===== config.mk =====
export PLATFORM = sky130hd
export DESIGN_NAME = result_merge
export DESIGN_NICKNAME = d
export VERILOG_FILES = /design/src/exec_pkg.sv /design/src/result_merge.sv
export SDC_FILE = /design/constraint.sdc
export NUM_CORES = 1
export LEC_CHECK = 0
export ABC_AREA = 1
export BUFFER_PORTS_ARGS = -buffer_cell sky130_fd_sc_hd__clkbuf_2
export CAP_MARGIN = 20
export CELL_PAD_IN_SITES_DETAIL_PLACEMENT = 0
export CELL_PAD_IN_SITES_GLOBAL_PLACEMENT = 1
export CORE_MARGIN = 2
export CORE_UTILIZATION = 14
export DETAILED_ROUTE_END_ITERATION = 12
export GPL_TIMING_DRIVEN = 0
export PLACE_DENSITY_LB_ADDON = 0.1
export RECOVER_POWER = 25
export SETUP_SLACK_MARGIN = 0.15
export SYNTH_ARGS = -nofsm -noshare
export SYNTH_HDL_FRONTEND = slang
export SYNTH_SLANG_ARGS = --single-unit

===== constraint.sdc =====
create_clock -name vclk -period 0.8
set_clock_uncertainty 0.1 [all_clocks]
set_input_delay 0.08 -clock vclk [all_inputs]
set_output_delay 0.08 -clock vclk [all_outputs]
set_load 0.05 [all_outputs]

===== src/exec_pkg.sv =====
`default_nettype none

package exec_pkg;

	localparam int DATA_W = 32;
	localparam int TAG_W = 6;
	localparam int DEST_W = 6;
	localparam int FLAGS_DEST_W = 4;

	typedef enum logic [2:0] {
		UNIT_LOGIC = 3'd0,
		UNIT_SHIFT = 3'd1,
		UNIT_ADDER = 3'd2,
		UNIT_MUL   = 3'd3,
		UNIT_DIV   = 3'd4
	} unit_t;

	// Meaning depends on the unit
	typedef logic [3:0] cmd_t;

	// Logic unit, BUF1 passes source 1 through
	localparam cmd_t CMD_LOGIC_BUF1 = 4'h0;
	localparam cmd_t CMD_LOGIC_AND  = 4'h1;
	localparam cmd_t CMD_LOGIC_OR   = 4'h2;
	localparam cmd_t CMD_LOGIC_XOR  = 4'h3;
	localparam cmd_t CMD_LOGIC_NOT  = 4'h4;
	localparam cmd_t CMD_LOGIC_NAND = 4'h5;
	localparam cmd_t CMD_LOGIC_NOR  = 4'h6;
	localparam cmd_t CMD_LOGIC_XNOR = 4'h7;

	// Shift unit, amount in source 1 bits 4..0
	localparam cmd_t CMD_SHIFT_SLL = 4'h0;
	localparam cmd_t CMD_SHIFT_SRL = 4'h1;
	localparam cmd_t CMD_SHIFT_SRA = 4'h2;
	localparam cmd_t CMD_SHIFT_ROL = 4'h3;
	localparam cmd_t CMD_SHIFT_ROR = 4'h4;

	localparam cmd_t CMD_ADD = 4'h0;
	localparam cmd_t CMD_SUB = 4'h1;

	localparam cmd_t CMD_MUL   = 4'h0;
	localparam cmd_t CMD_UMULH = 4'h1;

	localparam cmd_t CMD_UDIV = 4'h0;
	localparam cmd_t CMD_UMOD = 4'h1;
	localparam cmd_t CMD_SDIV = 4'h2;
	localparam cmd_t CMD_SMOD = 4'h3;

	typedef struct packed {
		logic sf;
		logic of;
		logic cf;
		logic pf;
		logic zf;
	} flags_t;

	typedef struct packed {
		logic valid;
		unit_t unit;
		cmd_t cmd;
		logic [DATA_W-1:0] src0;
		logic [DATA_W-1:0] src1;
		logic [TAG_W-1:0] tag;
		logic [DEST_W-1:0] dest;
		logic writeback;
		logic flags_wb;
		logic [FLAGS_DEST_W-1:0] flags_dest;
	} issue_t;

	typedef struct packed {
		logic valid;
		logic [TAG_W-1:0] tag;
		logic [DEST_W-1:0] dest;
		logic writeback;
		logic [DATA_W-1:0] data;
		flags_t flags;
		logic flags_wb;
		logic [FLAGS_DEST_W-1:0] flags_dest;
	} result_t;

	// One entry per divide in flight
	typedef struct packed {
		logic mod_sel;
		logic [TAG_W-1:0] tag;
		logic [DEST_W-1:0] dest;
	} div_meta_t;

endpackage

`default_nettype wire


===== src/result_merge.sv =====
`timescale 1ns/1ps
`default_nettype none

module result_merge (
	input exec_pkg::result_t alu_result,
	input logic div_valid,
	input logic [exec_pkg::DATA_W-1:0] quotient,
	input logic [exec_pkg::DATA_W-1:0] remainder,
	input exec_pkg::div_meta_t div_meta,
	input logic issue_is_div,
	output exec_pkg::result_t result,
	output logic lock,
	output logic alu_hold
);

	// Divider wins the port
	always_comb begin
		if (div_valid) begin
			result.valid = 1'b1;
			result.tag = div_meta.tag;
			result.dest = div_meta.dest;
			result.writeback = 1'b1;
			result.data = div_meta.mod_sel ? remainder : quotient;
			result.flags = '0;
			result.flags_wb = 1'b0;
			result.flags_dest = '0;
		end else begin
			result = alu_result;
		end
	end

	// ALU register waits out the divider completion
	assign alu_hold = div_valid;

	// Divide issues still get in, they never touch the ALU register
	assign lock = div_valid && !issue_is_div;

endmodule

`default_nettype wire


## Word-level counts from Yosys, hierarchy flattened

Cells that the tools add are included.

| operators by class | value |
|---|---|
| mux-type cells | 2 |
| reduce and logical (&&, ||, !) cells | 2 |

Operator list:

| kind | count |
|---|---|
| 2-to-1 mux 56 bit | 1 |
| 2-to-1 mux 32 bit | 1 |
| logical AND 1 bit | 1 |
| zero test 1 bit | 1 |

| storage, ports and cells | value |
|---|---|
| bits in registers | 0 |
| input port bits | 135 |
| logic and storage cells | 4 |
| output and inout port bits | 58 |

## Logic depth before layout (Yosys ltp)

| logic depth | value |
|---|---|
| word-level depth | 2 |
| mapped depth | 6 |
| depth with buffers taken out | 4 |

## Worst setup path after synthesis

No wires, ideal clock.

| path | value |
|---|---|
| path kind | input-to-output |
| start | in div_valid |
| end | out result[0] (netlist bit) |
| required time | 620 ps |
| stages | 3 |
| setup slack | -434 ps |
| arrival time | 1054 ps |
| cells stage by stage | buf_4 buf_4 nor2_1 |

RTL lines:

| item | line | source |
|---|---|---|
| from (decl) | result_merge.sv:6 | `input logic div_valid,` |
| to (decl) | result_merge.sv:11 | `output exec_pkg::result_t result,` |

==> flow_metrics.tcl <==
set metrics [dict create \
    vias_per_cell 3.94 \
    crit_buf_inv 3 \
    fin_crit_sh_pct 133 \
    layout_common_cells "clkbuf_2, inv_1, nand2_1, nand2_4, clkbuf_16" \
    diodes 0 \
    io_pins 193 \
    synth_top_family_by_area "simple AND/OR/NAND/NOR gates" \
    clock_buffers 0 \
    ys_warn_count 0 \
    leakage_uw 0.00274 \
    pwr-share-comb_pct 100.0 \
    avgSynthCellArea_sq_um 4.15 \
    use_met2_pct 28.4 \
    num_rows 34 \
    synth_xor_area_share_pct 0 \
    grt_usage_pct 14.4 \
    slew_viol_final 0 \
    synthAdderAreaFrac_pct 0 \
    syn_area_sq_um 1260 \
    rsz0062_at_grt "true" \
    fmax_mhz 938 \
    vdd_drop_max_mv 0.352 \
    grt_pass1_wl_mm 11.9 \
    fin_setup_tns_ps -12040 \
    synthSimpleGateAreaFrac_pct 65.9 \
    hold_viol_final 0 \
    power_uw 3800 \
    hpwl_mm 5.21 \
    drtIter0Drc 20 \
    switching_power_uw 1920 \
    multi_input_area_sq_um 1910 \
    routedWlPerCell_um 12.2 \
    switching_share_pct 50.6 \
    grt_remaining_overflow 0 \
    dr.pass1.iters 4 \
    required_ps 620 \
    initial_core_util_pct 14.4 \
    dpl-instance-area_sq_um 3220 \
    min_path_type "in2out" \
    nets 650 \
    grt_max_degree 11 \
    post-route-min-period_ps 1070 \
    place_ws_ps -546 \
    final_common_cell "clkbuf_2" \
    outcome "finished with violations" \
    max_cap_viol_count 0 \
    worstSetupEndpointType "primary output" \
    max_slew_margin_pct 91.4 \
    drive_gt1_share_pct 72.3 \
    antenna_found_initial 0 \
    path_delay_family "buffers and inverters" \
    synth_compound_area_share_pct 0 \
    gp_congestion 0.696 \
    die_w_um 98.8 \
    critical_path.cell_chain "clkbuf_16 -> bufbuf_16 -> or2_4 -> buf_8" \
    p_int_uw 1880 \
    grt_pass1_vias 2549 \
    cp_slowest_stage_delay_ps 270 \
    die_area_sq_um 9770 \
    fp.coreArea_sq_um 8720 \
    setup_violations 58 \
    path_class "in2out" \
    seqCellArea_sq_um 0 \
    pwr-share-clk_pct 0 \
    areaGrowthSynthToFinish_pct 297 \
    die_h_um 98.8 \
    violations "negative setup slack" \
    nFlopsAndLatches 0 \
    drc 0 \
    crit_arrival_ps 890 \
    setup_slack_ps -266 \
    io_buffers 192 \
    synth_seq_area_share_pct 0 \
    met1_usage_pct 16.1 \
    synthCells 303 \
    worst-path-max-fanout 6 \
    powerDensity_nw_per_um2 759 \
    tightestPinTransition_ps 129 \
    top_usage_layer "met2" \
    num_vias 2446 \
    fill_cells 807 \
    ys_types 9 \
    final_area_sq_um 5000 \
    synth_fp_nets 438 \
    crit_slowest_cell "bufbuf_16" \
    grt_use_met3_pct 3.05 \
    drt_wl_total_mm 7.55 \
    synthMuxAreaShare_pct 0 \
    critPathLaunchType "primary input" \
    ant_nets 0 \
    power_frac_seq_pct 0 \
]
[cells by family (layout without fill, tap and decap cells)]
family	after synthesis	after routing
buf+inv	94	304
simple gates	209	209
[metrics by stage]
stage,cells,util [%],hold slack [ps]
finish,621,57.4,340
detailed placement,603,36.9,415
global route,621,57.4,350
global placement,603,36.9,411
CTS,617,53.7,364
floorplan,303,-,113
[power groups by stage]
stage | registers (uW) | clock network [uW] | logic, uW
2_1_floorplan | 0 | 0 | 1840
3_3_place_gp | 0 | 0 | 2470
3_5_place_dp | 0 | 0 | 2480
4_1_cts | 0 | 0 | 3610
5_1_grt | 0 | 0 | 4000
6_report | 0 | 0 | 3800
[path summary, 6_finish.rpt]
path,start,endpoint,slack [ps],depth (start not counted)
setup / recovery,div_valid,result[42],-270,4
hold / removal,issue_is_div,lock,340,3
[cells in the mapped netlist (all sizes together)]
cell type / number / area share, %
buf: 18 / 11
inv: 76 / 23
nand2: 164 / 49
nand3: 32 / 13
nor2: 11 / 3.3
or2: 2 / 0.99
[per-layer routing]
metal	share of wire, %	vias to the layer above	wire, um
li1	-	1279	-
met1	36	1062	2740
met2	55	99	4150
met3	7.6	6	574
met4	1.1	0	80
met5	0	-	0
[cell type report]
cell class                 instances  area share [%]
multi-input combinational        209            38.1
buffer                            18            6.50
tap                              108            2.70
timing repair inverter             1           0.225
timing repair buffer             209            46.2
inverter                          76            6.20
[repair_timing]
action | CTS | global route
pin swaps | 11 | 33
setup buffers | 7 | 1
setup endpoints to repair | 58 | 58
resized for setup | 223 | 50
gates cloned | 7 | 3
hold buffers | 0 | 0
No activity file was read; power rests on OpenSTA's default activity.
