`src/exec_pkg.sv`:
```
`default_nettype none

package exec_pkg;

	localparam int DATA_W = 32;
	localparam int TAG_W = 6;
	localparam int DEST_W = 6;
	localparam int FLAGS_DEST_W = 4;

	typedef enum logic [2:0] {
		UNIT_LOGIC = 3'd0,
		UNIT_SHIFT = 3'd1,
		UNIT_ADDER = 3'd2,
		UNIT_MUL   = 3'd3,
		UNIT_DIV   = 3'd4
	} unit_t;

	// Meaning depends on the unit
	typedef logic [3:0] cmd_t;

	// Logic unit, BUF1 passes source 1 through
	localparam cmd_t CMD_LOGIC_BUF1 = 4'h0;
	localparam cmd_t CMD_LOGIC_AND  = 4'h1;
	localparam cmd_t CMD_LOGIC_OR   = 4'h2;
	localparam cmd_t CMD_LOGIC_XOR  = 4'h3;
	localparam cmd_t CMD_LOGIC_NOT  = 4'h4;
	localparam cmd_t CMD_LOGIC_NAND = 4'h5;
	localparam cmd_t CMD_LOGIC_NOR  = 4'h6;
	localparam cmd_t CMD_LOGIC_XNOR = 4'h7;

	// Shift unit, amount in source 1 bits 4..0
	localparam cmd_t CMD_SHIFT_SLL = 4'h0;
	localparam cmd_t CMD_SHIFT_SRL = 4'h1;
	localparam cmd_t CMD_SHIFT_SRA = 4'h2;
	localparam cmd_t CMD_SHIFT_ROL = 4'h3;
	localparam cmd_t CMD_SHIFT_ROR = 4'h4;

	localparam cmd_t CMD_ADD = 4'h0;
	localparam cmd_t CMD_SUB = 4'h1;

	localparam cmd_t CMD_MUL   = 4'h0;
	localparam cmd_t CMD_UMULH = 4'h1;

	localparam cmd_t CMD_UDIV = 4'h0;
	localparam cmd_t CMD_UMOD = 4'h1;
	localparam cmd_t CMD_SDIV = 4'h2;
	localparam cmd_t CMD_SMOD = 4'h3;

	typedef struct packed {
		logic sf;
		logic of;
		logic cf;
		logic pf;
		logic zf;
	} flags_t;

	typedef struct packed {
		logic valid;
		unit_t unit;
		cmd_t cmd;
		logic [DATA_W-1:0] src0;
		logic [DATA_W-1:0] src1;
		logic [TAG_W-1:0] tag;
		logic [DEST_W-1:0] dest;
		logic writeback;
		logic flags_wb;
		logic [FLAGS_DEST_W-1:0] flags_dest;
	} issue_t;

	typedef struct packed {
		logic valid;
		logic [TAG_W-1:0] tag;
		logic [DEST_W-1:0] dest;
		logic writeback;
		logic [DATA_W-1:0] data;
		flags_t flags;
		logic flags_wb;
		logic [FLAGS_DEST_W-1:0] flags_dest;
	} result_t;

	// One entry per divide in flight
	typedef struct packed {
		logic mod_sel;
		logic [TAG_W-1:0] tag;
		logic [DEST_W-1:0] dest;
	} div_meta_t;

endpackage

`default_nettype wire

```
`src/div_pipeline.sv`:
```
`timescale 1ns/1ps
`default_nettype none

module div_pipeline #(
	parameter int DIV_BITS_PER_STAGE = 4
) (
	input logic iCLOCK,
	input logic inRESET,
	input logic flush,
	input logic start,
	input logic signed_op,
	input logic [exec_pkg::DATA_W-1:0] dividend,
	input logic [exec_pkg::DATA_W-1:0] divisor,
	output logic div_valid,
	output logic [exec_pkg::DATA_W-1:0] quotient,
	output logic [exec_pkg::DATA_W-1:0] remainder
);
	import exec_pkg::*;

	localparam int STAGES = DATA_W / DIV_BITS_PER_STAGE;

	// Partial state of one divide between stages
	typedef struct packed {
		logic q_neg;
		logic r_neg;
		logic zero_div;
		logic [DATA_W-1:0] rem;
		logic [DATA_W-1:0] quo;
		logic [DATA_W-1:0] dvs;
	} stage_t;

	logic a_neg;
	logic b_neg;
	stage_t entry;
	stage_t stage_q [STAGES];
	stage_t last;
	logic [STAGES-1:0] stage_valid;

	// Restoring steps; quo shifts the dividend out and the quotient in
	function automatic logic [2*DATA_W-1:0] radix2_steps(
		input logic [DATA_W-1:0] rem_in,
		input logic [DATA_W-1:0] quo_in,
		input logic [DATA_W-1:0] dvs
	);
		logic [DATA_W-1:0] rem;
		logic [DATA_W-1:0] quo;
		logic [DATA_W:0] trial;
		rem = rem_in;
		quo = quo_in;
		for (int n = 0; n < DIV_BITS_PER_STAGE; n++) begin
			trial = {rem, quo[DATA_W-1]} - {1'b0, dvs};
			if (!trial[DATA_W]) begin
				rem = trial[DATA_W-1:0];
				quo = {quo[DATA_W-2:0], 1'b1};
			end else begin
				rem = {rem[DATA_W-2:0], quo[DATA_W-1]};
				quo = {quo[DATA_W-2:0], 1'b0};
			end
		end
		return {rem, quo};
	endfunction

	// Magnitudes and result signs at entry
	assign a_neg = signed_op && dividend[DATA_W-1];
	assign b_neg = signed_op && divisor[DATA_W-1];

	always_comb begin
		entry.q_neg = a_neg ^ b_neg;
		entry.r_neg = a_neg;
		entry.zero_div = (divisor == '0);
		entry.rem = '0;
		entry.quo = a_neg ? -dividend : dividend;
		entry.dvs = b_neg ? -divisor : divisor;
	end

	for (genvar i = 0; i < STAGES; i++) begin : g_stage
		stage_t prev_stage;
		stage_t next_stage;

		if (i == 0) begin : g_first
			assign prev_stage = entry;
		end else begin : g_next
			assign prev_stage = stage_q[i-1];
		end

		always_comb begin
			next_stage = prev_stage;
			{next_stage.rem, next_stage.quo} =
				radix2_steps(prev_stage.rem, prev_stage.quo, prev_stage.dvs);
		end

		always_ff @(posedge iCLOCK) begin
			stage_q[i] <= next_stage;
		end
	end

	// One valid per stage, all dropped on flush
	always_ff @(posedge iCLOCK or negedge inRESET) begin
		if (!inRESET) begin
			stage_valid <= '0;
		end else if (flush) begin
			stage_valid <= '0;
		end else begin
			stage_valid <= (stage_valid << 1) | STAGES'(start);
		end
	end

	assign last = stage_q[STAGES-1];
	assign div_valid = stage_valid[STAGES-1];

	// Divide by zero: all ones quotient, remainder is the dividend again
	assign quotient = last.zero_div ? '1 : (last.q_neg ? -last.quo : last.quo);
	assign remainder = last.r_neg ? -last.rem : last.rem;

endmodule

`default_nettype wire

```
`config.mk`:
```
export PLATFORM = sky130hd
export DESIGN_NAME = div_pipeline
export DESIGN_NICKNAME = d
export VERILOG_FILES = /design/src/exec_pkg.sv /design/src/div_pipeline.sv
export SDC_FILE = /design/constraint.sdc
export NUM_CORES = 2
export LEC_CHECK = 0
export ABC_CLOCK_PERIOD_IN_PS = 45200
export BUFFER_PORTS_ARGS = -buffer_cell sky130_fd_sc_hd__buf_2
export CAP_MARGIN = 20
export CORE_UTILIZATION = 45
export DETAILED_ROUTE_END_ITERATION = 6
export SETUP_SLACK_MARGIN = 0.05
export SYNTH_ARGS = -nofsm -noshare
export SYNTH_HDL_FRONTEND = slang
export SYNTH_SLANG_ARGS = --single-unit
```
`constraint.sdc`:
```
create_clock -name iCLOCK -period 45.2 [get_ports iCLOCK]
set_input_delay 2.26 -clock iCLOCK [delete_from_list [all_inputs] [get_ports iCLOCK]]
set_output_delay 2.26 -clock iCLOCK [all_outputs]
set_load 0.01 [all_outputs]
```
Word level (Yosys, flattened, before mapping). Memories as Yosys holds them, arrays and structs flattened. Cells that the tools add are included. Widths: inputs -> output; s select.

Add/sub/neg operators: 36. Multiplexer cells: 70. Bitwise operators: 2. Reduce and logical (&&, ||, !) cells: 3.

Operators with widths (count): $mux 32 (37); $sub 33x32->33 (31); $neg 32->32 (4); $sub 1x32->33 (1); $logic_not 32->1 (1); $mux 1 (32); $mux 8 (1); $or 8x1->8 (1); $logic_and 1x1->1 (2); $xor 1x1->1 (1).

Flip-flop bits (word level): 8. RAM bits: 792. Bits of input ports: 69. Output and inout bits: 65. Logic and storage cells: 113. Memories: 1.

Memories: stage_q (depth 8, bits a word 99, read ports 8, clocked after memory_dff 0, write ports 8, RTL line div_pipeline.sv:35) `stage_t stage_q [STAGES];`.

Longest topological paths before layout.
Depth after elaboration: 10. Mapped depth: 70. Mapped depth without buffers: 63.

Worst setup path after synthesis. OpenSTA, ideal clock, no wires.

Path kind: in2reg. Start: input port dividend[3] in the netlist's numbering. End: memory stage_q[0][67] in the netlist's numbering. Setup time: 0.121 ns. Arrival: 15.268 ns. Setup slack: 29.810 ns. Stages: 66. Cells stage by stage: nor3_1 > nand2b_1 > nor2_1 > nand2_1 > nor4b_1 > nand2_1 > o31ai_1 > nand2_1 > ha_1 > inv_1 > clkbuf_1 > ha_1 > o2111ai_1 > nor4_1 > nand4_1 > nor4_1 > and3_1 > buf_4 > (+30 left out) > mux2i_1 > fa_1 > a21o_1 > a21oi_1 > o21bai_1 > o211ai_1 > a31oi_1 > nor4_1 > nor3_1 > o221a_2 > o21ai_0 > a2111oi_0 > o21a_1 > o21ai_0 > a21oi_1 > xor2_4 > buf_6 > mux2_4.

RTL lines: from (decl) (RTL line div_pipeline.sv:12) `input logic [exec_pkg::DATA_W-1:0] dividend,`; to (decl) (RTL line div_pipeline.sv:35).

==> qor.csv <==
stage,metric,value,unit
worst_setup_path,slowest_delay,0.76,ns
place,gp_congestion,0.950,
worst_setup_path,path_max_fanout,41,
sta,finalClockSkew,0.0405,ns
clocking,cts.clk_slew.worst_paths,0.06,ns
clocking,max-clock-path-buffers,3,
drt,drc,0,
drt,post_drt_wl_per_cell,19.5,um
grt,grt_antenna_before_repair,3,
die,core,0.169,sq mm
synth,netlist_area,0.0768,sq mm
sta,tns,0,ns
cells_and_area,ff_latch_area,0.0154,sq mm
synth,synth_ff_type,dfxtp_1,
place,dp_hpwl,195,mm
worst_setup_path,critPathRequiredTime,45.82,ns
synth,ys_warn_count,0,
clocking,post_cts_buffers,0,
worst_setup_path,path_buf_inv,5,
sta,finalCritPeriodShare,41.5,%
worst_setup_path,cp.arrival,19.37,ns
die,dieHeight,415,um
sta,drv_slew,0,
drt,dr.pass1.iters,6,
sta,fin_ws,26.45,ns
worst_setup_path,critPathTopFamily,compound AO/OA/AOI/OAI gates,
grt,grt_max_degree,62,
die,die_x,415,um
die,dieArea,0.172,sq mm
cells_and_area,syn2layout_area_growth,8.59,%
grt,grt_util_all_layers,26.3,%
synth,synth_area_per_cell,7.92,sq um
place,pre_cts_ws,25.75,ns
grt,grt_pass1_wl,364,mm
clocking,post_cts_resized,0,
cells_and_area,final_common_cell,ha_1,
sta,slew-limit-headroom,27.2,%
clocking,holdBufCountCts,0,
drt,ant_nets,0,
clocking,clock_latency,0.74,ns
die,row_count,151,
synth,yosysUniqueCellTypes,102,
synth,ys_seq_area_share,20.1,%
drt,drt_iter0_markers,4403,
cells_and_area,mostFrequentLayoutCells,"ha_1 (998), a21oi_1 (989), dfxtp_1 (760)",
sta,worstMarginPinSlew,1.06,ns
grt,grt_overflow_total,0,
die,initial_core_util,45.3,%
drt,drt_wl_total,235,mm
run_status,status,"finished, final reports clean",
synth,ys_async_sr_fraction,1.04,%
clocking,cts_root_buf,clkbuf_16,
synth,synth_seq_cells,768,
die,ios,134,
place,place_area,0.0802,sq mm
clocking,cts.sinks,768,
synth,netlist_instances,9702,
worst_setup_path,slowest_stage,o31ai_1,
clocking,cts_made_buffers,90,
cells_and_area,nets,10900,
worst_hold_path,worstHoldPathType,reg -> reg,
clocking,cts_tree,yes,
sta,max_freq,53.3,MHz
sta,hold_viol_final,0,
place,io_buffers,133,
sta,period_needed,18.75,ns
sta,rsz0062_at_grt,no,
cells_and_area,multi_input_area,0.0584,sq mm
cells_and_area,nFillCells,16600,
grt,grt_pass1_vias,66800,
sta,finalSetupViolations,0,
drt,viasPerCell,5.77,
cells_and_area,drive_gt1_share,7.74,%
run,max_cap_viol_count,0,
worst_setup_path,crit_path_frequent_cell,a21oi_1,
worst_setup_path,cp-end-kind,flip-flop,
worst_setup_path,setup.worst_path.class,in -> reg,
drt,vias,69700,
cells_and_area,finalInstanceArea,0.0834,sq mm
synth,synth_edf_count,0,
clocking,htreeDepth,3,
worst_setup_path,critPathLaunchType,input port,
[stage by stage]
stage | utilization, % | instances | hold slack (ns)
6_report | 49.2 | 12100 | 0.320
5_1_grt | 49.2 | 12100 | 0.329
4_1_cts | 49.2 | 12100 | 0.324
3_5_place_dp | 47.3 | 11900 | 0.312
3_3_place_gp | 47.3 | 11900 | 0.310
2_1_floorplan | - | 9716 | 0.310
[area by class of cell]
type | instances | area share [%]
timing repair buffer | 198 | 1.45
clock inverter | 55 | 0.822
tap | 2218 | 3.33
multi-input combinational | 8065 | 70.0
clock buffer | 111 | 2.94
sequential | 768 | 18.5
antenna | 12 | 0.0360
inverter | 661 | 2.98
[cells in the mapped netlist (66+ instances only)]
cell      number  area, sq um
xor2_1       355         3110
or3_1         66          413
nand2_1      697         2620
nand2b_1     183         1140
nor2b_1      155          970
nand3_1      210         1050
and3_1        96          601
mux2_2       246         2770
dfxtp_1      760        15200
o21bai_1     112          841
a21oi_1      990         4950
a31oi_1       88          551
ha_1         998        12500
a211oi_1      75          563
a21o_1       399         3000
inv_1        652         2450
o21ai_0      609         3050
mux2i_1       84          841
o211ai_1      70          526
clkbuf_1     192          721
o21a_1       173         1300
xnor2_1      619         5420
o31ai_1       74          556
nor2_1       725         2720
nor3_1       135          676
[state kept, by name (all words and copies together) (netlist names)]
register,cells
stage_q,760
stage_valid,8
[path summary, 6_finish.rpt]
| kind | depth (start not counted) | from | slack [ns] | end |
|---|---|---|---|---|
| max in group asynchronous | 1 | inRESET | 43.68 | stage_valid[6] |
| hold / removal | 0 | stage_q[0][350] | 0.32 | stage_q[1][57] |
| min in group asynchronous | 1 | inRESET | 1.36 | stage_valid[0] |
| setup reg to reg | 59 | stage_q[0][103] | 27.43 | stage_q[0][263] |
| setup / recovery | 62 | dividend[15] | 26.45 | stage_q[0][65] |
| hold reg to reg | 0 | stage_q[0][350] | 0.32 | stage_q[1][57] |
[cells by family (layout without fill, tap and decap cells)]
family | Yosys count | after routing | share of synthesized area [%]
compound gates | 3076 | 3076 | 25.3
simple gates | 2558 | 2558 | 16.0
fa+ha+maj | 1034 | 1034 | 17.1
xor+xnor | 976 | 976 | 11.2
buf+inv | 883 | 1025 | 4.38
flops | 768 | 768 | 20.1
mux | 406 | 406 | 5.96
other cells | 1 | 27 | 0.00488
[routing by layer]
metal	global-route usage, %	vias to the layer above	share of wire (%)
li1	-	35200	-
met1	30.5	32600	41
met2	46.5	1405	48
met3	2.68	463	3.7
met4	16.3	0	6.6
met5	0	-	0
Power is left out: the tool's default activity adds up to more than one toggle a clock period on the data nets, which glitch-free logic cannot reach.
