`config.mk`:
```
export PLATFORM = sky130hd
export DESIGN_NAME = alu_stage
export DESIGN_NICKNAME = d
export VERILOG_FILES = /design/src/exec_pkg.sv /design/src/alu_stage.sv
export SDC_FILE = /design/constraint.sdc
export NUM_CORES = 2
export LEC_CHECK = 0
export BUFFER_PORTS_ARGS = -buffer_cell sky130_fd_sc_hd__buf_2
export CAP_MARGIN = 15
export CORE_MARGIN = 3
export CORE_UTILIZATION = 40
export DETAILED_ROUTE_END_ITERATION = 12
export SLEW_MARGIN = 20
export SYNTH_ARGS = -nofsm -noshare
export SYNTH_HDL_FRONTEND = slang
export SYNTH_SLANG_ARGS = --single-unit
```
`constraint.sdc`:
```
create_clock -name iCLOCK -period 1.52 [get_ports iCLOCK]
set_input_delay 0.304 -clock iCLOCK [delete_from_list [all_inputs] [get_ports iCLOCK]]
set_output_delay 0.304 -clock iCLOCK [all_outputs]
set_load 0.03 [all_outputs]
```
`src/exec_pkg.sv`:
```
`default_nettype none

package exec_pkg;

	localparam int DATA_W = 32;
	localparam int TAG_W = 6;
	localparam int DEST_W = 6;
	localparam int FLAGS_DEST_W = 4;

	typedef enum logic [2:0] {
		UNIT_LOGIC = 3'd0,
		UNIT_SHIFT = 3'd1,
		UNIT_ADDER = 3'd2,
		UNIT_MUL   = 3'd3,
		UNIT_DIV   = 3'd4
	} unit_t;

	// Meaning depends on the unit
	typedef logic [3:0] cmd_t;

	// Logic unit, BUF1 passes source 1 through
	localparam cmd_t CMD_LOGIC_BUF1 = 4'h0;
	localparam cmd_t CMD_LOGIC_AND  = 4'h1;
	localparam cmd_t CMD_LOGIC_OR   = 4'h2;
	localparam cmd_t CMD_LOGIC_XOR  = 4'h3;
	localparam cmd_t CMD_LOGIC_NOT  = 4'h4;
	localparam cmd_t CMD_LOGIC_NAND = 4'h5;
	localparam cmd_t CMD_LOGIC_NOR  = 4'h6;
	localparam cmd_t CMD_LOGIC_XNOR = 4'h7;

	// Shift unit, amount in source 1 bits 4..0
	localparam cmd_t CMD_SHIFT_SLL = 4'h0;
	localparam cmd_t CMD_SHIFT_SRL = 4'h1;
	localparam cmd_t CMD_SHIFT_SRA = 4'h2;
	localparam cmd_t CMD_SHIFT_ROL = 4'h3;
	localparam cmd_t CMD_SHIFT_ROR = 4'h4;

	localparam cmd_t CMD_ADD = 4'h0;
	localparam cmd_t CMD_SUB = 4'h1;

	localparam cmd_t CMD_MUL   = 4'h0;
	localparam cmd_t CMD_UMULH = 4'h1;

	localparam cmd_t CMD_UDIV = 4'h0;
	localparam cmd_t CMD_UMOD = 4'h1;
	localparam cmd_t CMD_SDIV = 4'h2;
	localparam cmd_t CMD_SMOD = 4'h3;

	typedef struct packed {
		logic sf;
		logic of;
		logic cf;
		logic pf;
		logic zf;
	} flags_t;

	typedef struct packed {
		logic valid;
		unit_t unit;
		cmd_t cmd;
		logic [DATA_W-1:0] src0;
		logic [DATA_W-1:0] src1;
		logic [TAG_W-1:0] tag;
		logic [DEST_W-1:0] dest;
		logic writeback;
		logic flags_wb;
		logic [FLAGS_DEST_W-1:0] flags_dest;
	} issue_t;

	typedef struct packed {
		logic valid;
		logic [TAG_W-1:0] tag;
		logic [DEST_W-1:0] dest;
		logic writeback;
		logic [DATA_W-1:0] data;
		flags_t flags;
		logic flags_wb;
		logic [FLAGS_DEST_W-1:0] flags_dest;
	} result_t;

	// One entry per divide in flight
	typedef struct packed {
		logic mod_sel;
		logic [TAG_W-1:0] tag;
		logic [DEST_W-1:0] dest;
	} div_meta_t;

endpackage

`default_nettype wire

```
`src/alu_stage.sv`:
```
`timescale 1ns/1ps
`default_nettype none

module alu_stage (
	input logic iCLOCK,
	input logic inRESET,
	input logic flush,
	input exec_pkg::issue_t issue,
	input logic hold,
	output exec_pkg::result_t alu_result
);
	import exec_pkg::*;

	logic [DATA_W-1:0] op_a;
	logic [DATA_W-1:0] op_b;
	logic [4:0] shamt;
	logic [DATA_W:0] sum;
	logic [DATA_W:0] diff;
	logic add_of;
	logic sub_of;
	logic [2*DATA_W-1:0] prod;
	logic [2*DATA_W-1:0] rol_tmp;
	logic [2*DATA_W-1:0] ror_tmp;
	logic [DATA_W-1:0] logic_data;
	logic [DATA_W-1:0] shift_data;
	logic [DATA_W-1:0] sel_data;
	logic sel_cf;
	logic sel_of;
	flags_t sel_flags;
	result_t next_result;

	assign op_a = issue.src0;
	assign op_b = issue.src1;
	assign shamt = issue.src1[4:0];

	// Adder, with one extra bit for carry and borrow
	assign sum = {1'b0, op_a} + {1'b0, op_b};
	assign diff = {1'b0, op_a} - {1'b0, op_b};
	assign add_of = (op_a[DATA_W-1] == op_b[DATA_W-1]) && (sum[DATA_W-1] != op_a[DATA_W-1]);
	assign sub_of = (op_a[DATA_W-1] != op_b[DATA_W-1]) && (diff[DATA_W-1] != op_a[DATA_W-1]);

	// Full unsigned product, low or high word picked below
	assign prod = op_a * op_b;

	// Rotates through a doubled word
	assign rol_tmp = {op_a, op_a} << shamt;
	assign ror_tmp = {op_a, op_a} >> shamt;

	always_comb begin
		case (issue.cmd)
			CMD_LOGIC_BUF1: logic_data = op_b;
			CMD_LOGIC_AND:  logic_data = op_a & op_b;
			CMD_LOGIC_OR:   logic_data = op_a | op_b;
			CMD_LOGIC_XOR:  logic_data = op_a ^ op_b;
			CMD_LOGIC_NOT:  logic_data = ~op_a;
			CMD_LOGIC_NAND: logic_data = ~(op_a & op_b);
			CMD_LOGIC_NOR:  logic_data = ~(op_a | op_b);
			CMD_LOGIC_XNOR: logic_data = ~(op_a ^ op_b);
			default:        logic_data = '0;
		endcase
	end

	always_comb begin
		case (issue.cmd)
			CMD_SHIFT_SLL: shift_data = op_a << shamt;
			CMD_SHIFT_SRL: shift_data = op_a >> shamt;
			CMD_SHIFT_SRA: shift_data = $signed(op_a) >>> shamt;
			CMD_SHIFT_ROL: shift_data = rol_tmp[2*DATA_W-1:DATA_W];
			CMD_SHIFT_ROR: shift_data = ror_tmp[DATA_W-1:0];
			default:       shift_data = '0;
		endcase
	end

	// Unit select
	always_comb begin
		sel_data = '0;
		sel_cf = 1'b0;
		sel_of = 1'b0;
		case (issue.unit)
			UNIT_LOGIC: begin
				sel_data = logic_data;
			end
			UNIT_SHIFT: begin
				sel_data = shift_data;
			end
			UNIT_ADDER: begin
				if (issue.cmd == CMD_SUB) begin
					sel_data = diff[DATA_W-1:0];
					sel_cf = diff[DATA_W];
					sel_of = sub_of;
				end else begin
					sel_data = sum[DATA_W-1:0];
					sel_cf = sum[DATA_W];
					sel_of = add_of;
				end
			end
			UNIT_MUL: begin
				if (issue.cmd == CMD_UMULH) begin
					sel_data = prod[2*DATA_W-1:DATA_W];
				end else begin
					sel_data = prod[DATA_W-1:0];
					sel_cf = prod[DATA_W];
					sel_of = prod[DATA_W-1] ^ prod[DATA_W];
				end
			end
			default: begin
				sel_data = '0;
			end
		endcase
	end

	// sf, pf and zf come from the result word for every unit
	assign sel_flags = '{
		sf: sel_data[DATA_W-1],
		of: sel_of,
		cf: sel_cf,
		pf: sel_data[0],
		zf: (sel_data == '0)
	};

	always_comb begin
		next_result.valid = issue.valid && (issue.unit != UNIT_DIV);
		next_result.tag = issue.tag;
		next_result.dest = issue.dest;
		next_result.writeback = issue.writeback;
		next_result.data = sel_data;
		next_result.flags = sel_flags;
		next_result.flags_wb = issue.flags_wb;
		next_result.flags_dest = issue.flags_dest;
	end

	// Held while the divider owns the completion port
	always_ff @(posedge iCLOCK or negedge inRESET) begin
		if (!inRESET) begin
			alu_result.valid <= 1'b0;
		end else if (flush) begin
			alu_result.valid <= 1'b0;
		end else if (!hold) begin
			alu_result <= next_result;
		end
	end

endmodule

`default_nettype wire

```
# == Word-level counts from Yosys, hierarchy flattened ==
# Cells that the tools add are included.
# Widths: inputs -> output; s select.
# op_classes
addsub,2
mul,1
eq_ne,16
shifts,5
muxes,13
bitwise_logic,10
reduce_logical,7
# ops
cell,count
$pmux 32 s8,1
$pmux 32 s5,1
$not 32->32,4
$pmux 32 s4,1
$mul 32x32->64,1
$mux 32,2
$shl 64x5->64,1
$shr 64x5->32,1
$mux 56,1
$add 32x32->33,1
$sub 32x32->33,1
$and 32x32->32,1
$logic_not 32->1,1
$or 32x32->32,1
$shl 32x5->32,1
$shr 32x5->32,1
$sshr 32x5->32,1
$xor 32x32->32,1
$eq 4x3->1 const B,4
$eq 4x2->1 const B,2
$eq 3x2->1 const B,2
$mux 1,5
$eq 4x1->1 const B,1
$logic_not 4->1,1
11 further kinds,17
# totals
regBits,56
out_inout_bits,56
wordCells,66

# == Logic depth before layout (Yosys ltp) ==
# logic_depth
ltp_word,7
mapped_depth,34
depth_no_buf,29

# == Least setup slack after synthesis ==
# No wires, ideal clock.
# synth_timing
path_type,input to register
startpoint,input port issue[21] (netlist name)
endpoint,"register alu_result[5] (netlist name), data pin"
setup_ns,0.170
arrival_ns,9.554
setup_slack_ns,-8.204
path_stages,31
path_cell_list,inv_1 buf_1 buf_1 clkbuf_1 clkbuf_1 clkbuf_1 buf_1 nor2_1 fa_1 inv_1 fa_1 fa_1 fa_1 inv_1 fa_1 fa_1 fa_1 fa_1 ha_1 clkbuf_1 nand4_1 a2111oi_0 o31ai_1 a31oi_1 mux2i_1 o211ai_1 or4_1 or4_1 nor4_2 nand4_1 nor4_2
# synth_lines
item,line_no,text
"start, declared",alu_stage.sv:8,"input exec_pkg::issue_t issue,"
"end signal, assigned",alu_stage.sv:139,alu_result <= next_result;
"end, declared",alu_stage.sv:10,output exec_pkg::result_t alu_result

==> run metrics <==
number of synthesized flops with an enable pin=53; Mapped Cells=around 5600; Top cell by count, worst path=fa_1; Mapped Area=around 46000 sq um; core footprint=114700 sq um; relative slew slack=about a quarter; Root Driver=clkbuf_16; crit start category=input pin; largest register by flop count=alu_result; CTS sink cnt=54; vias in the first global route=50440; crit path DAT=8.39 ns; Pre-antenna DRT Iters=6; shortest period the worst path allows=roughly 8.3 ns; status=complete, but fails checks; Ys Warns=0; Synth cell types=between 90 and 100; Syn Area/Cell=~8.2 sq um; total track usage=between 40 and 50%; die width=346.3 um; Rows=roughly 120; Slew @ Worst Pin=roughly 1.1 ns; Initial Utilization=around two fifths; unrepaired setup endpoints after global routing=true; PortBufs=149; Fillers=roughly 11000; Layout area overhead=37.38%; I/O pin count=150; top cells by area, synth=fa_1 (39%), ha_1 (9.8%), inv_1 (7.8%); CP endpoint kind=flip-flop; CP required=between 1.5 and 2 ns; Hold Crit Class=input pin to flip-flop; Skew-Pair Late Insertion Delay=around 0.29 ns; # setup viols final=35; antenna-violating nets left=0; sequential cell area fraction in the yosys report=about 3.5%; multi-input logic area=41910 sq um; # H-tree levels=2; layout cells sized above 1=33.16%; biggest regs=alu_result: 54 flops; DR vias/cell=between 5 and 6; Final Max Tran Viols=0; failing checks=negative setup slack; total vias in the final route=49310; TritonCTS Buffers=5; crit path max-delay cell type=fa_2; setup slack after layout=-6.760 ns; initial DRC count=5786; hold-critical path depth=1; Core Util, Final=between 50% and 60%; Register Area=1617 sq um; Worst R2R Path Depth=2; final hold violation count=0; top-area cell type share of the netlist area=approximately 39%; grt total ovfl=0; maximum clock path buffer count=2; Max Fanout on Critical Path=7; number of synthesized register bits=54; DIE AREA=119900 sq um; max incr delay on CP=around 0.61 ns; syn nets=between 6000 and 7000; Clock transition at path regs=about 0.07 ns; DRC errors left=0; Die H=346.3 um; Fmax achieved=between 0.1 and 0.15 GHz; largest net degree at the start of global routing=between 60 and 70; WL final=roughly 250 mm; GP Congestion=roughly 1.1; max reg flops=54; Avg WL per Cell=about 30 um; # nets final=~8300; first-pass GRT wire length=~360 mm; Most used DFF post-synth=edfxtp_1; Async SR Flop Fraction=under 10%; Clock Skew=0 ns; initial antenna violation count=20; CTS tree=built; critical path type=input pin to flip-flop; area leader, netlist=fa_1; Final period util=544.7%; Max-Cap Viols=0; hpwl dp=around 210 mm
path summary, 6_finish.rpt:
kind	startpoint	slack (ns)	end
worst min-delay path	issue[3]	0.18	alu_result[3]
worst max-delay path	issue[60]	-6.76	alu_result[5]
worst max register to register	alu_result[55]	0.82	alu_result[55]
min in group asynchronous	inRESET	0.53	alu_result[55]
worst min register to register	alu_result[55]	0.54	alu_result[55]
max in group asynchronous	inRESET	0.87	alu_result[55]
critical path, delay by kind of cell:
family	cells	cell delay [ns]
AOI/OAI and AO/OA	8	1.73
adders and majority gates	9	4.23
buffers and inverters	10	1.00
muxes	1	0.35
and+or+nand+nor	4	0.76
per-stage QoR:
step | setup TNS [ns] | instance area [sq um] | setup WS, ns | std cells | hold WS [ns]
after global routing | -211.36 | 63630 | -6.866 | 8433 | 0.1717
after detailed placement | -227.64 | 58820 | -7.487 | 8234 | 0.08703
after global placement | -226.22 | 58820 | -7.484 | 8234 | 0.08540
after CTS | -205.45 | 61890 | -6.773 | 8366 | 0.1773
final | -207.05 | 63650 | -6.760 | 8438 | 0.1845
after floorplan | -231.51 | 47090 | -6.710 | 5640 | 0.008409
area by class of cell:
| cell class | count | share of cell area (%) |
|---|---|---|
| Multi-Input combinational cell | 4198 | 65.85 |
| Timing Repair Buffer | 1671 | 22.34 |
| Inverter | 978 | 6.010 |
| Tap cell | 1512 | 2.972 |
| Sequential cell | 54 | 2.540 |
| Clock buffer | 6 | 0.2025 |
| Antenna cell | 17 | 0.06684 |
| Clock inverter | 2 | 0.02359 |
cells in the final DEF, fill, tap and decap left out, drive strengths merged, types with 60 or more instances in the layout:
cell type	netlist	layout
fa	897	897
xnor2	83	83
nand2	666	666
inv	964	953
nor2	769	769
mux4	60	60
buf	123	1657
mux2i	77	77
o21ai	177	177
a21oi	227	227
a211oi	62	62
ha	362	362
layer usage:
layer | track usage, % | wire length, um | vias to the layer above
met5 | 0 | 81 | -
met4 | 26.04 | 20490 | 12
met3 | 9.743 | 28620 | 757
met2 | 60.48 | 105100 | 3040
met1 | 54.65 | 95960 | 24890
li1 | - | - | 20610
repair_timing:
item | in CTS | in global routing
hold buffers | 1 | 1
hold endpoints to repair | 1 | 1
buffers inserted | 117 | 82
gates cloned | 9 | 3
setup endpoints to repair | 35 | 67
pin swaps | 148 | 220
gates resized for setup | 421 | 349
logic make-up after synthesis:
| group | after synthesis | share of synthesized area (%) |
|---|---|---|
| simple gates | 1756 | 15.93 |
| flops | 54 | 3.489 |
| compound gates | 885 | 12.67 |
| fa+ha+maj | 1259 | 48.53 |
| buf+inv | 1388 | 11.53 |
| mux | 173 | 5.490 |
| xor+xnor | 125 | 2.363 |
Yosys cell counts, drive strengths merged, types with 30 or more instances:
library cell / number
inv: 964
ha: 362
o22ai: 30
o211ai: 39
mux2i: 77
clkbuf: 287
nand2: 666
nand3: 52
a221oi: 30
xor2: 42
o21ai: 177
nor3: 55
mux2: 36
mux4: 60
a21oi: 227
nor2: 769
xnor2: 83
nand4: 47
fa: 897
buf: 123
a211oi: 62
a21o: 44
edfxtp: 53
Power is left out: the tool's default activity adds up to more than one toggle a clock period on the data nets, which glitch-free logic cannot reach.
